<file path="src/design/arp_pkg.sv">
package arp_pkg;

  // ~~~~~~~~~~~~~~~~~~~~~~~~~~~~~~~~~~~~~~~~~~~~~~~~~~~~~~~~~~~~~~~~~~~~~~~~~~
  // Lengths in bytes.
  // ~~~~~~~~~~~~~~~~~~~~~~~~~~~~~~~~~~~~~~~~~~~~~~~~~~~~~~~~~~~~~~~~~~~~~~~~~~
  localparam int ETH_HDR_LEN   = 14;
  localparam int ARP_HDR_LEN   = 28;
  localparam int ARP_FRAME_LEN = 42; // Ethernet header plus ARP header.

  typedef logic [7:0]               byte_t;
  typedef logic [47:0]              mac_addr_t;
  typedef logic [31:0]              ipv4_addr_t;
  typedef logic [15:0]              ethertype_t;
  typedef logic [ARP_HDR_LEN*8-1:0] arp_hdr_t;   // First byte received sits at the top.
  typedef logic [5:0]               byte_cnt_t;  // All ones means overflow.

  // ~~~~~~~~~~~~~~~~~~~~~~~~~~~~~~~~~~~~~~~~~~~~~~~~~~~~~~~~~~~~~~~~~~~~~~~~~~
  // Protocol constants.
  // ~~~~~~~~~~~~~~~~~~~~~~~~~~~~~~~~~~~~~~~~~~~~~~~~~~~~~~~~~~~~~~~~~~~~~~~~~~
  localparam ethertype_t  ETHERTYPE_ARP    = 16'h0806;
  localparam logic [15:0] ARP_OPER_REQUEST = 16'd1;
  localparam logic [15:0] ARP_OPER_REPLY   = 16'd2;

  // HTYPE Ethernet, PTYPE IPv4, HLEN 6, PLEN 4.
  localparam logic [47:0] ARP_REPLY_PREFIX = 48'h0001_0800_0604;

  // Low bit of each field within arp_hdr_t.
  localparam int ARP_OPER_OFS = 160; // Bytes 6..7.
  localparam int ARP_SHA_OFS  = 112; // Bytes 8..13.
  localparam int ARP_SPA_OFS  = 80;  // Bytes 14..17.
  localparam int ARP_TPA_OFS  = 0;   // Bytes 24..27.

  // ~~~~~~~~~~~~~~~~~~~~~~~~~~~~~~~~~~~~~~~~~~~~~~~~~~~~~~~~~~~~~~~~~~~~~~~~~~
  // State machines.
  // ~~~~~~~~~~~~~~~~~~~~~~~~~~~~~~~~~~~~~~~~~~~~~~~~~~~~~~~~~~~~~~~~~~~~~~~~~~
  typedef enum logic {
    hdr_s,
    pay_s
  } parse_state_e;

  typedef enum logic {
    idle_s,
    rx_s
  } rx_state_e;

  typedef enum logic {
    tx_idle_s,
    tx_busy_s
  } tx_state_e;

endpackage

</file>
<file path="src/design/arp_strm_if.sv">
`timescale 1ns/1ps

interface arp_strm_if;

  arp_pkg::byte_t      dat;
  logic                val;       // One per payload byte, no gaps inside a frame.
  logic                err;       // Single cycle, kills the frame in flight.
  arp_pkg::ethertype_t ethertype; // Held for the whole payload.

  modport src (
    output dat,
    output val,
    output err,
    output ethertype
  );

  modport snk (
    input dat,
    input val,
    input err,
    input ethertype
  );

endinterface

</file>
<file path="src/design/mac_rx_parse.sv">
`timescale 1ns/1ps

module mac_rx_parse (
  input  logic           clk,
  input  logic           fsm_rst,
  input  arp_pkg::byte_t rx_dat,
  input  logic           rx_val,
  input  logic           rx_err,
  arp_strm_if.src        strm
);

  arp_pkg::parse_state_e state;
  logic [3:0]            hdr_cnt;
  logic                  skip;     // Rest of an errored frame is ignored.
  logic                  hdr_byte;

  assign hdr_byte = rx_val && !skip && (state == arp_pkg::hdr_s);

  always_ff @(posedge clk) begin
    strm.dat <= rx_dat;
    if (hdr_byte && hdr_cnt == 4'd12) strm.ethertype[15:8] <= rx_dat;
    if (hdr_byte && hdr_cnt == 4'd13) strm.ethertype[7:0]  <= rx_dat;
  end

  always_ff @(posedge clk) begin
    if (fsm_rst) begin
      state    <= arp_pkg::hdr_s;
      hdr_cnt  <= '0;
      skip     <= 1'b0;
      strm.val <= 1'b0;
      strm.err <= 1'b0;
    end
    else begin
      strm.err <= rx_err;
      strm.val <= rx_val && !rx_err && (state == arp_pkg::pay_s);
      if (rx_err) begin
        state   <= arp_pkg::hdr_s;
        hdr_cnt <= '0;
        skip    <= rx_val; // Hold off until the frame ends.
      end
      else if (!rx_val) begin
        state   <= arp_pkg::hdr_s;
        hdr_cnt <= '0;
        skip    <= 1'b0;
      end
      else if (hdr_byte) begin
        hdr_cnt <= hdr_cnt + 4'd1;
        if (hdr_cnt == 4'(arp_pkg::ETH_HDR_LEN - 1)) state <= arp_pkg::pay_s;
      end
    end
  end

endmodule

</file>
<file path="src/design/arp_rx.sv">
`timescale 1ns/1ps

module arp_rx (
  input  logic                clk,
  input  logic                fsm_rst,
  input  arp_pkg::ipv4_addr_t dev_ipv4,
  arp_strm_if.snk             strm,
  output logic                send,
  output arp_pkg::mac_addr_t  req_mac,
  output arp_pkg::ipv4_addr_t req_ipv4
);

  localparam int HDR_W = arp_pkg::ARP_HDR_LEN * 8;

  arp_pkg::arp_hdr_t  cur_hdr;
  arp_pkg::arp_hdr_t  hdr;
  arp_pkg::byte_cnt_t byte_cnt;
  arp_pkg::rx_state_e state;
  logic               done;
  logic               is_arp;
  logic               ovf;
  logic               rx_rst;

  assign is_arp = (strm.ethertype == arp_pkg::ETHERTYPE_ARP);
  assign ovf    = (byte_cnt == '1); // Counter saturated, packet too long.
  assign rx_rst = fsm_rst || done || ovf || strm.err;

  always_ff @(posedge clk) begin
    if (strm.val) cur_hdr <= {cur_hdr[HDR_W-9:0], strm.dat};
  end

  always_ff @(posedge clk) begin
    if (byte_cnt == arp_pkg::byte_cnt_t'(arp_pkg::ARP_HDR_LEN)) hdr <= cur_hdr;
  end

  // Overflow stays out of this reset so the count holds at all ones till val drops.
  always_ff @(posedge clk) begin
    if (fsm_rst || done || strm.err) byte_cnt <= '0;
    else if (strm.val && is_arp)     byte_cnt <= ovf ? byte_cnt : byte_cnt + 6'd1;
    else                             byte_cnt <= '0;
  end

  always_ff @(posedge clk) begin
    if (rx_rst) begin
      state <= arp_pkg::idle_s;
      done  <= 1'b0;
    end
    else begin
      case (state)
        arp_pkg::idle_s: if (strm.val && is_arp) state <= arp_pkg::rx_s;
        arp_pkg::rx_s:   if (!strm.val) done <= 1'b1; // End of packet.
        default:         state <= arp_pkg::idle_s;
      endcase
    end
  end

  assign send = done &&
                (hdr[arp_pkg::ARP_OPER_OFS +: 16] == arp_pkg::ARP_OPER_REQUEST) &&
                (hdr[arp_pkg::ARP_TPA_OFS +: 32] == dev_ipv4);

  assign req_mac  = hdr[arp_pkg::ARP_SHA_OFS +: 48];
  assign req_ipv4 = hdr[arp_pkg::ARP_SPA_OFS +: 32];

endmodule

</file>
<file path="src/design/arp_tx.sv">
`timescale 1ns/1ps

module arp_tx (
  input  logic                clk,
  input  logic                fsm_rst,
  input  arp_pkg::mac_addr_t  dev_mac,
  input  arp_pkg::ipv4_addr_t dev_ipv4,
  input  logic                send,
  input  arp_pkg::mac_addr_t  req_mac,
  input  arp_pkg::ipv4_addr_t req_ipv4,
  output arp_pkg::byte_t      tx_dat,
  output logic                tx_val
);

  localparam int FRAME_W = arp_pkg::ARP_FRAME_LEN * 8;

  arp_pkg::tx_state_e  state;
  logic [5:0]          idx;
  arp_pkg::mac_addr_t  dst_mac;
  arp_pkg::ipv4_addr_t dst_ipv4;
  logic [FRAME_W-1:0]  frame;

  // ~~~~~~~~~~~~~~~~~~~~~~~~~~~~~~~~~~~~~~~~~~~~~~~~~~~~~~~~~~~~~~~~~~~~~~~~~~
  // Reply frame, first byte on the wire at the top.
  // ~~~~~~~~~~~~~~~~~~~~~~~~~~~~~~~~~~~~~~~~~~~~~~~~~~~~~~~~~~~~~~~~~~~~~~~~~~
  assign frame = {
    dst_mac,                   // Ethernet destination.
    dev_mac,                   // Ethernet source.
    arp_pkg::ETHERTYPE_ARP,
    arp_pkg::ARP_REPLY_PREFIX,
    arp_pkg::ARP_OPER_REPLY,
    dev_mac,                   // Sender hardware address.
    dev_ipv4,                  // Sender protocol address.
    dst_mac,                   // Target hardware address.
    dst_ipv4                   // Target protocol address.
  };

  // Requester addresses are captured once per reply.
  always_ff @(posedge clk) begin
    if (send && state == arp_pkg::tx_idle_s) begin
      dst_mac  <= req_mac;
      dst_ipv4 <= req_ipv4;
    end
  end

  always_ff @(posedge clk) begin
    if (fsm_rst) begin
      state <= arp_pkg::tx_idle_s;
      idx   <= '0;
    end
    else begin
      case (state)
        arp_pkg::tx_idle_s: begin
          idx <= '0;
          if (send) state <= arp_pkg::tx_busy_s; // Later sends drop while busy.
        end
        arp_pkg::tx_busy_s: begin
          idx <= idx + 6'd1;
          if (idx == 6'(arp_pkg::ARP_FRAME_LEN - 1)) begin
            state <= arp_pkg::tx_idle_s;
            idx   <= '0;
          end
        end
        default: state <= arp_pkg::tx_idle_s;
      endcase
    end
  end

  assign tx_val = (state == arp_pkg::tx_busy_s);

  // Byte idx counts from the frame start.
  assign tx_dat = frame[(arp_pkg::ARP_FRAME_LEN - 1 - int'(idx)) * 8 +: 8];

endmodule

</file>
<file path="src/design/arp_top.sv">
`timescale 1ns/1ps

module arp_top (
  input  logic                clk,
  input  logic                fsm_rst,
  input  arp_pkg::mac_addr_t  dev_mac,
  input  arp_pkg::ipv4_addr_t dev_ipv4,
  input  arp_pkg::byte_t      rx_dat,
  input  logic                rx_val,
  input  logic                rx_err,
  output arp_pkg::byte_t      tx_dat,
  output logic                tx_val
);

  arp_strm_if strm ();

  logic                send;
  arp_pkg::mac_addr_t  req_mac;
  arp_pkg::ipv4_addr_t req_ipv4;

  mac_rx_parse mac_rx_parse_i (
    .clk     (clk),
    .fsm_rst (fsm_rst),
    .rx_dat  (rx_dat),
    .rx_val  (rx_val),
    .rx_err  (rx_err),
    .strm    (strm.src)
  );

  arp_rx arp_rx_i (
    .clk      (clk),
    .fsm_rst  (fsm_rst),
    .dev_ipv4 (dev_ipv4),
    .strm     (strm.snk),
    .send     (send),
    .req_mac  (req_mac),
    .req_ipv4 (req_ipv4)
  );

  arp_tx arp_tx_i (
    .clk      (clk),
    .fsm_rst  (fsm_rst),
    .dev_mac  (dev_mac),
    .dev_ipv4 (dev_ipv4),
    .send     (send),
    .req_mac  (req_mac),
    .req_ipv4 (req_ipv4),
    .tx_dat   (tx_dat),
    .tx_val   (tx_val)
  );

endmodule

</file>
<file path="config.mk">
export PLATFORM = sky130hd
export DESIGN_NAME = arp_top
export DESIGN_NICKNAME = d
export VERILOG_FILES = /design/src/design/arp_pkg.sv /design/src/design/arp_strm_if.sv /design/src/design/mac_rx_parse.sv /design/src/design/arp_rx.sv /design/src/design/arp_tx.sv /design/src/design/arp_top.sv
export SDC_FILE = /design/constraint.sdc
export NUM_CORES = 1
export LEC_CHECK = 0
export BUFFER_PORTS_ARGS = -buffer_cell sky130_fd_sc_hd__buf_2
export CORE_MARGIN = 2
export CORE_UTILIZATION = 50
export DETAILED_ROUTE_END_ITERATION = 16
export PLACE_DENSITY_LB_ADDON = 0.05
export SETUP_SLACK_MARGIN = 0.15
export SYNTH_ARGS = -nofsm -noshare
export SYNTH_HDL_FRONTEND = slang
export SYNTH_SLANG_ARGS = --single-unit
</file>
<file path="constraint.sdc">
create_clock -name clk -period 7.3 [get_ports clk]
set_input_delay 1.095 -clock clk [delete_from_list [all_inputs] [get_ports clk]]
set_output_delay 1.095 -clock clk [all_outputs]
set_load 0.01 [all_outputs]
</file>
== Yosys cells after proc, flatten, opt, wreduce, memory -nomap -nowiden ==
Cells that the tools add are included.
Cells by class
  add/subtract/negate cells: 4
  equal/unequal tests: 9
  shift-type cells: 1
  multiplexer cells: 9
  bitwise gates (word level): 5
  reduce and logical (&&, ||, !) cells: 20
Operators by type and width (count)
  variable part select 336 x 32 -> 8 bit: 1
  equality test 32 bit: 1
  equality test 16 x 1 -> 1 bit (second input constant): 1
  equality test 16 x 12 -> 1 bit (second input constant): 1
  adder 6 x 1 -> 6 bit (second input constant): 2
  equality test 6 bit (second input constant): 2
  case mux 6 bit (2 select lines): 1
  logical AND 1 bit: 10
  equality test 4 bit (second input constant): 2
  subtractor 6 x 6 -> 7 bit (first input constant): 1
  equality test 6 x 5 -> 1 bit (second input constant): 1
  2-to-1 mux 1 bit: 6
  2-to-1 mux 6 bit: 1
  NOT 1 bit: 5
  adder 4 x 1 -> 4 bit (second input constant): 1
  logical OR 1 bit: 4
  AND reduction 2 bit: 2
  OR reduction 3 bit: 1
  zero test 1 bit: 2
  inequality test 2 x 1 -> 1 bit (second input constant): 1
  case mux 1 bit (2 select lines): 1
  OR reduction 2 bit: 1
Storage, ports and cells
  register bits: 479
  input bits: 92
  output and inout bits: 9
  logic and storage cells: 65

== Depth between registers and ports, before layout ==
  depth after elaboration: 5
  depth in mapped cells: 12
  depth with buffers taken out: 8

== By module ==
From an unflattened synthesis, not the netlist that was laid out.
Second synthesis, totals
  cell total of the unflattened synthesis: 931
  area, all modules: 16268.1 um2
Modules (own cells, without submodules)
  arp_rx: times used 1, cells each 486, area an instance 10550.1 um2, sequential area each 9288.9 um2
  arp_tx: times used 1, cells each 382, area an instance 4719.5 um2, sequential area each 2542.4 um2
  mac_rx_parse: times used 1, cells each 63, area an instance 998.5 um2, sequential area each 800.8 um2

== Worst setup path before layout ==
No wires, ideal clock.
  path type: reg-to-reg
  from: register mac_rx_parse_i.strm.val
  to: register arp_rx_i.byte_cnt[4]
  setup time: 78 ps
  data arrival time: 5297 ps
  required time: 7222 ps
  setup slack: 1925 ps
  stages on the path, launching flop included: 6
  buffers on the path: 0
  period minus slack after synthesis: 5375 ps
  cells stage by stage: dfxtp_1 > nor4bb_1 > nand4_1 > nor4_1 > nand2_1 > nor3_1
Between the ends
  cells in the longest elaborated chain, start to end: 3
RTL lines
  start, declared: RTL line arp_strm_if.sv:12  | output val,
  start signal, assigned: RTL line mac_rx_parse.sv:35  | strm.val <= rx_val && !rx_err && (state == arp_pkg::pay_s);
  logical AND 1 bit: RTL line arp_rx.sv:39  | else if (strm.val && is_arp) byte_cnt <= ovf ? byte_cnt : byte_cnt + 6'd1;
  NOT 1 bit (no line)
  OR reduction 2 bit (no line)
  end signal, assigned: RTL line arp_rx.sv:39
  end, declared: RTL line arp_rx.sv:17  | arp_pkg::byte_cnt_t byte_cnt;
Every way passes these cells.
A chain may end at the register's enable or synchronous reset.

== Final worst setup path ==
  from: register arp_tx_i.idx[2]
  to: output port tx_dat[6]
Between the ends
  cells in the longest elaborated chain, start to end: 2
RTL lines
  start, declared: RTL line arp_tx.sv:18  | logic [5:0] idx;
  start signal, assigned: RTL line arp_tx.sv:58  | idx <= idx + 6'd1;
  subtractor 6 x 6 -> 7 bit: RTL line arp_tx.sv:72  | assign tx_dat = frame[(arp_pkg::ARP_FRAME_LEN - 1 - int'(idx)) * 8 +: 8];
  variable part select 336 x 32 -> 8 bit: RTL line arp_tx.sv:72
  end, declared: RTL line arp_top.sv:11  | output arp_pkg::byte_t tx_dat,
Every way passes these cells.

==> results.toml <==
[run_status]
status = "complete, no violations"

[final_layout]
syn_to_final_growth_pct = 14.0
n_fill_cell = 2340
finalInstanceArea_um2 = 17900
nets = 1061
layout-drive-gt1-share = 0.195
diodes = 0

[detailed_routing]
drt.antenna.violating_nets = 0
viasPerCell = 5.57
drt-total-wl_um = 32000
routedWlPerCell_um = 23.1
dr.first_iter.drc_count = 675
vias = 7735
drt_pass1_iterations = 5
drc = 0

[floorplanning]
row_count = 64
coreArea_um2 = 30700
dieArea_um2 = 32800
initial_core_util = 0.510
die_w_um = 181
fp.dieH_um = 181
pin_count = 101

[global_routing]
overflow = 0
grt_pass1_vias = 7911
antenna_found_initial = 0
gr-usage-all-layers = 0.199
grt_max_degree = 68
grt_pass1_wl_um = 48500

[placement]
dp_hpwl_um = 21700
port_buffers = 100
place.gp.congestion = 0.805
dpl_cell_area_um2 = 16600

[min_path]
min_to = "arp_rx_i.cur_hdr[5]"
hold_depth = 0
hp-start = "mac_rx_parse_i.strm.dat[5]"
hold_path_class = "register to register"

[setup_path]
r2r_cells = 5
rr_endpoint = "arp_tx_i.dst_mac[29]"
crit_path_end_kind = "output pin"
cp_max_fo = 21
r2r_slack_ps = 4200
path_class = "register to output pin"
critical_path_required_ps = 6200
start_kind = "register"
r2r-start = "arp_rx_i.hdr[166]"
crit_arrival_ps = 3730

[yosys]
ys_seq_area_frac = 0.805
synthMuxAreaShare = 0.0546
ys_ff_latch = 431
synthArstFlopShare = 0
ys_warn_count = 0
synth_edf_count = 400
synth_fp_nets = 937
synth_compound_area_frac = 0.0418
netlist_area_um2 = 15700
synth_ff_type = "edfxtp_1"
avgSynthCellArea_um2 = 18.8
syn_inst = 837
synth_top_family_by_area = "multiplexers"
synthAdderAreaFrac = 0.00638
ys_types = 70
synth_simple_gate_area_share = 0.0503
synth-xor-area-share = 0.0268

[power]
leakagePower_nw = 5.70
vdd_drop_max_v = 0.000191
power.density_nw_per_um2 = 267

[clock_tree]
clk_pin_slew_worst_paths_ps = 60
clockRootBuffer = "clkbuf_16"
cts.repair.resized = 0
holdBufCountCts = 0
cts_tree = "done"
clk-insertion-delay-late_ps = 540
cts_max_level = 2
cts_inserted_buffers = 42
clockBufferDepth = 3
cts_setup_buffers = 0
clock-sinks = 431

[sta]
setup_viol = 0
period_share = 0.661
skew_ps = 24.6
min_period_ps = 4820
final.setup.tns_ps = 0
maxSlewHeadroom = 0.278
rsz0062_at_grt = "no"
slew_viol_final = 0
hold_viol = 0
tightest_slew_ps = 1080
max_freq_ghz = 0.207

[run]
drv_cap = 0
-- sequential cells by signal (all words and copies together), names as in the netlist --
register,flops
mac_rx_parse_i.strm.err,1
mac_rx_parse_i.strm.val,1
mac_rx_parse_i.state,1
arp_rx_i.cur_hdr,176
mac_rx_parse_i.strm.ethertype,16
arp_rx_i.state,1
arp_tx_i.dst_ipv4,32
mac_rx_parse_i.hdr_cnt,4
arp_tx_i.dst_mac,48
arp_rx_i.hdr,128
arp_tx_i.tx_val,1
mac_rx_parse_i.strm.dat,8
arp_rx_i.byte_cnt,6
arp_tx_i.idx,6
mac_rx_parse_i.skip,1
arp_rx_i.done,1
-- per-layer routing --
metal  vias up  GRT usage  routed length [um]
li1       3546          -                   -
met1      3895      0.289               14600
met2       247      0.314               15000
met3        47     0.0363                1810
met4         0     0.0488                 641
met5         -          0                   0
-- kinds of logic after synthesis --
family | after synthesis
AOI/OAI and AO/OA | 98
DFF | 431
muxes | 65
adders and majority gates | 8
buffers and inverters | 41
xor gates and xnor gates | 48
and+or+nand+nor | 146
-- cell type report --
| class | count | area, um^2 | share of cell area |
|---|---|---|---|
| Timing Repair Buffer | 109 | 568 | 0.0318 |
| Sequential cell | 431 | 12600 | 0.707 |
| Clock buffer | 54 | 1120 | 0.0625 |
| Inverter | 12 | 45.0 | 0.00252 |
| Clock inverter | 22 | 194 | 0.0108 |
| Multi-Input combinational cell | 365 | 2830 | 0.158 |
| Tap cell | 396 | 495 | 0.0277 |
-- cells in the mapped netlist (all sizes together), types with 15 or more instances --
| library cell | n | area (um^2) |
|---|---|---|
| mux2i | 44 | 440 |
| buf | 25 | 179 |
| dfxtp | 31 | 621 |
| a21oi | 21 | 105 |
| nor2 | 31 | 116 |
| edfxtp | 400 | 12000 |
| nor3 | 17 | 90.1 |
| o21ai | 20 | 100 |
| mux4 | 15 | 349 |
| xnor2 | 42 | 368 |
| nand2 | 23 | 86.3 |
-- metrics by stage --
stage          hold WS [ps]  std cells  total power, W  utilization  setup slack (ps)
2_1_floorplan           386        837         0.00274            -              1920
3_3_place_gp            390       1313         0.00278        0.539              3100
3_5_place_dp            389       1313         0.00278        0.539              3120
4_1_cts                 403       1389         0.00483        0.582              2540
5_1_grt                 411       1389         0.00493        0.582              2100
6_report                401       1389         0.00478        0.582              2480
-- worst max-delay path by stage --
stage               cells past startpoint                     from                   end  slack (ps)
finish                                  8          arp_tx_i.idx[2]             tx_dat[6]        2480
global route                            8          arp_tx_i.idx[2]             tx_dat[6]        2100
CTS                                     8          arp_tx_i.idx[2]             tx_dat[6]        2540
detailed placement                      8          arp_tx_i.idx[2]             tx_dat[6]        3120
global placement                        9          arp_tx_i.idx[1]             tx_dat[3]        3100
floorplan                               5  mac_rx_parse_i.strm.val  arp_rx_i.byte_cnt[4]        1920
-- where the power goes --
part           internal, W  switching [W]
clock network      0.00116       0.000884
logic            0.0000324      0.0000370
registers          0.00266     0.00000103
-- worst max-delay path: stages (launching register included) --
cell,delay (ps)
dfxtp_1,630
inv_1,100
ha_1,790
clkinv_1,540
o221ai_1,190
o31ai_1,110
o221a_1,230
nor4_1,390
buf_2,220
-- layout by cell type (no fill, tap or decap), types with 3 or more instances in the layout --
cell | Yosys | routed
and3_1 | 3 | 3
clkinv_2 | 0 | 7
clkinv_1 | 1 | 8
edfxtp_1 | 400 | 400
o21ai_0 | 10 | 10
nor3b_1 | 8 | 8
nor2_1 | 31 | 31
a21oi_1 | 21 | 21
xnor2_1 | 42 | 42
ha_1 | 8 | 8
nor3_1 | 16 | 16
clkinv_8 | 0 | 3
mux4_1 | 3 | 3
a311oi_1 | 3 | 3
dfxtp_1 | 31 | 28
a31oi_1 | 7 | 7
o211ai_1 | 4 | 4
o31ai_1 | 4 | 4
nand4_1 | 14 | 14
inv_1 | 10 | 9
buf_2 | 14 | 100
nand2_1 | 23 | 23
buf_4 | 2 | 9
o22ai_1 | 7 | 7
mux4_2 | 12 | 12
mux2_2 | 5 | 5
clkbuf_16 | 0 | 43
o22a_1 | 4 | 4
nor2b_1 | 4 | 4
mux2i_1 | 44 | 44
nand3_1 | 14 | 14
o2bb2ai_1 | 3 | 3
clkbuf_1 | 4 | 11
xor2_1 | 6 | 6
a211oi_1 | 5 | 5
o21ai_1 | 10 | 10
nor4_1 | 10 | 10
Note: power is estimated with default switching activity, not from simulation.
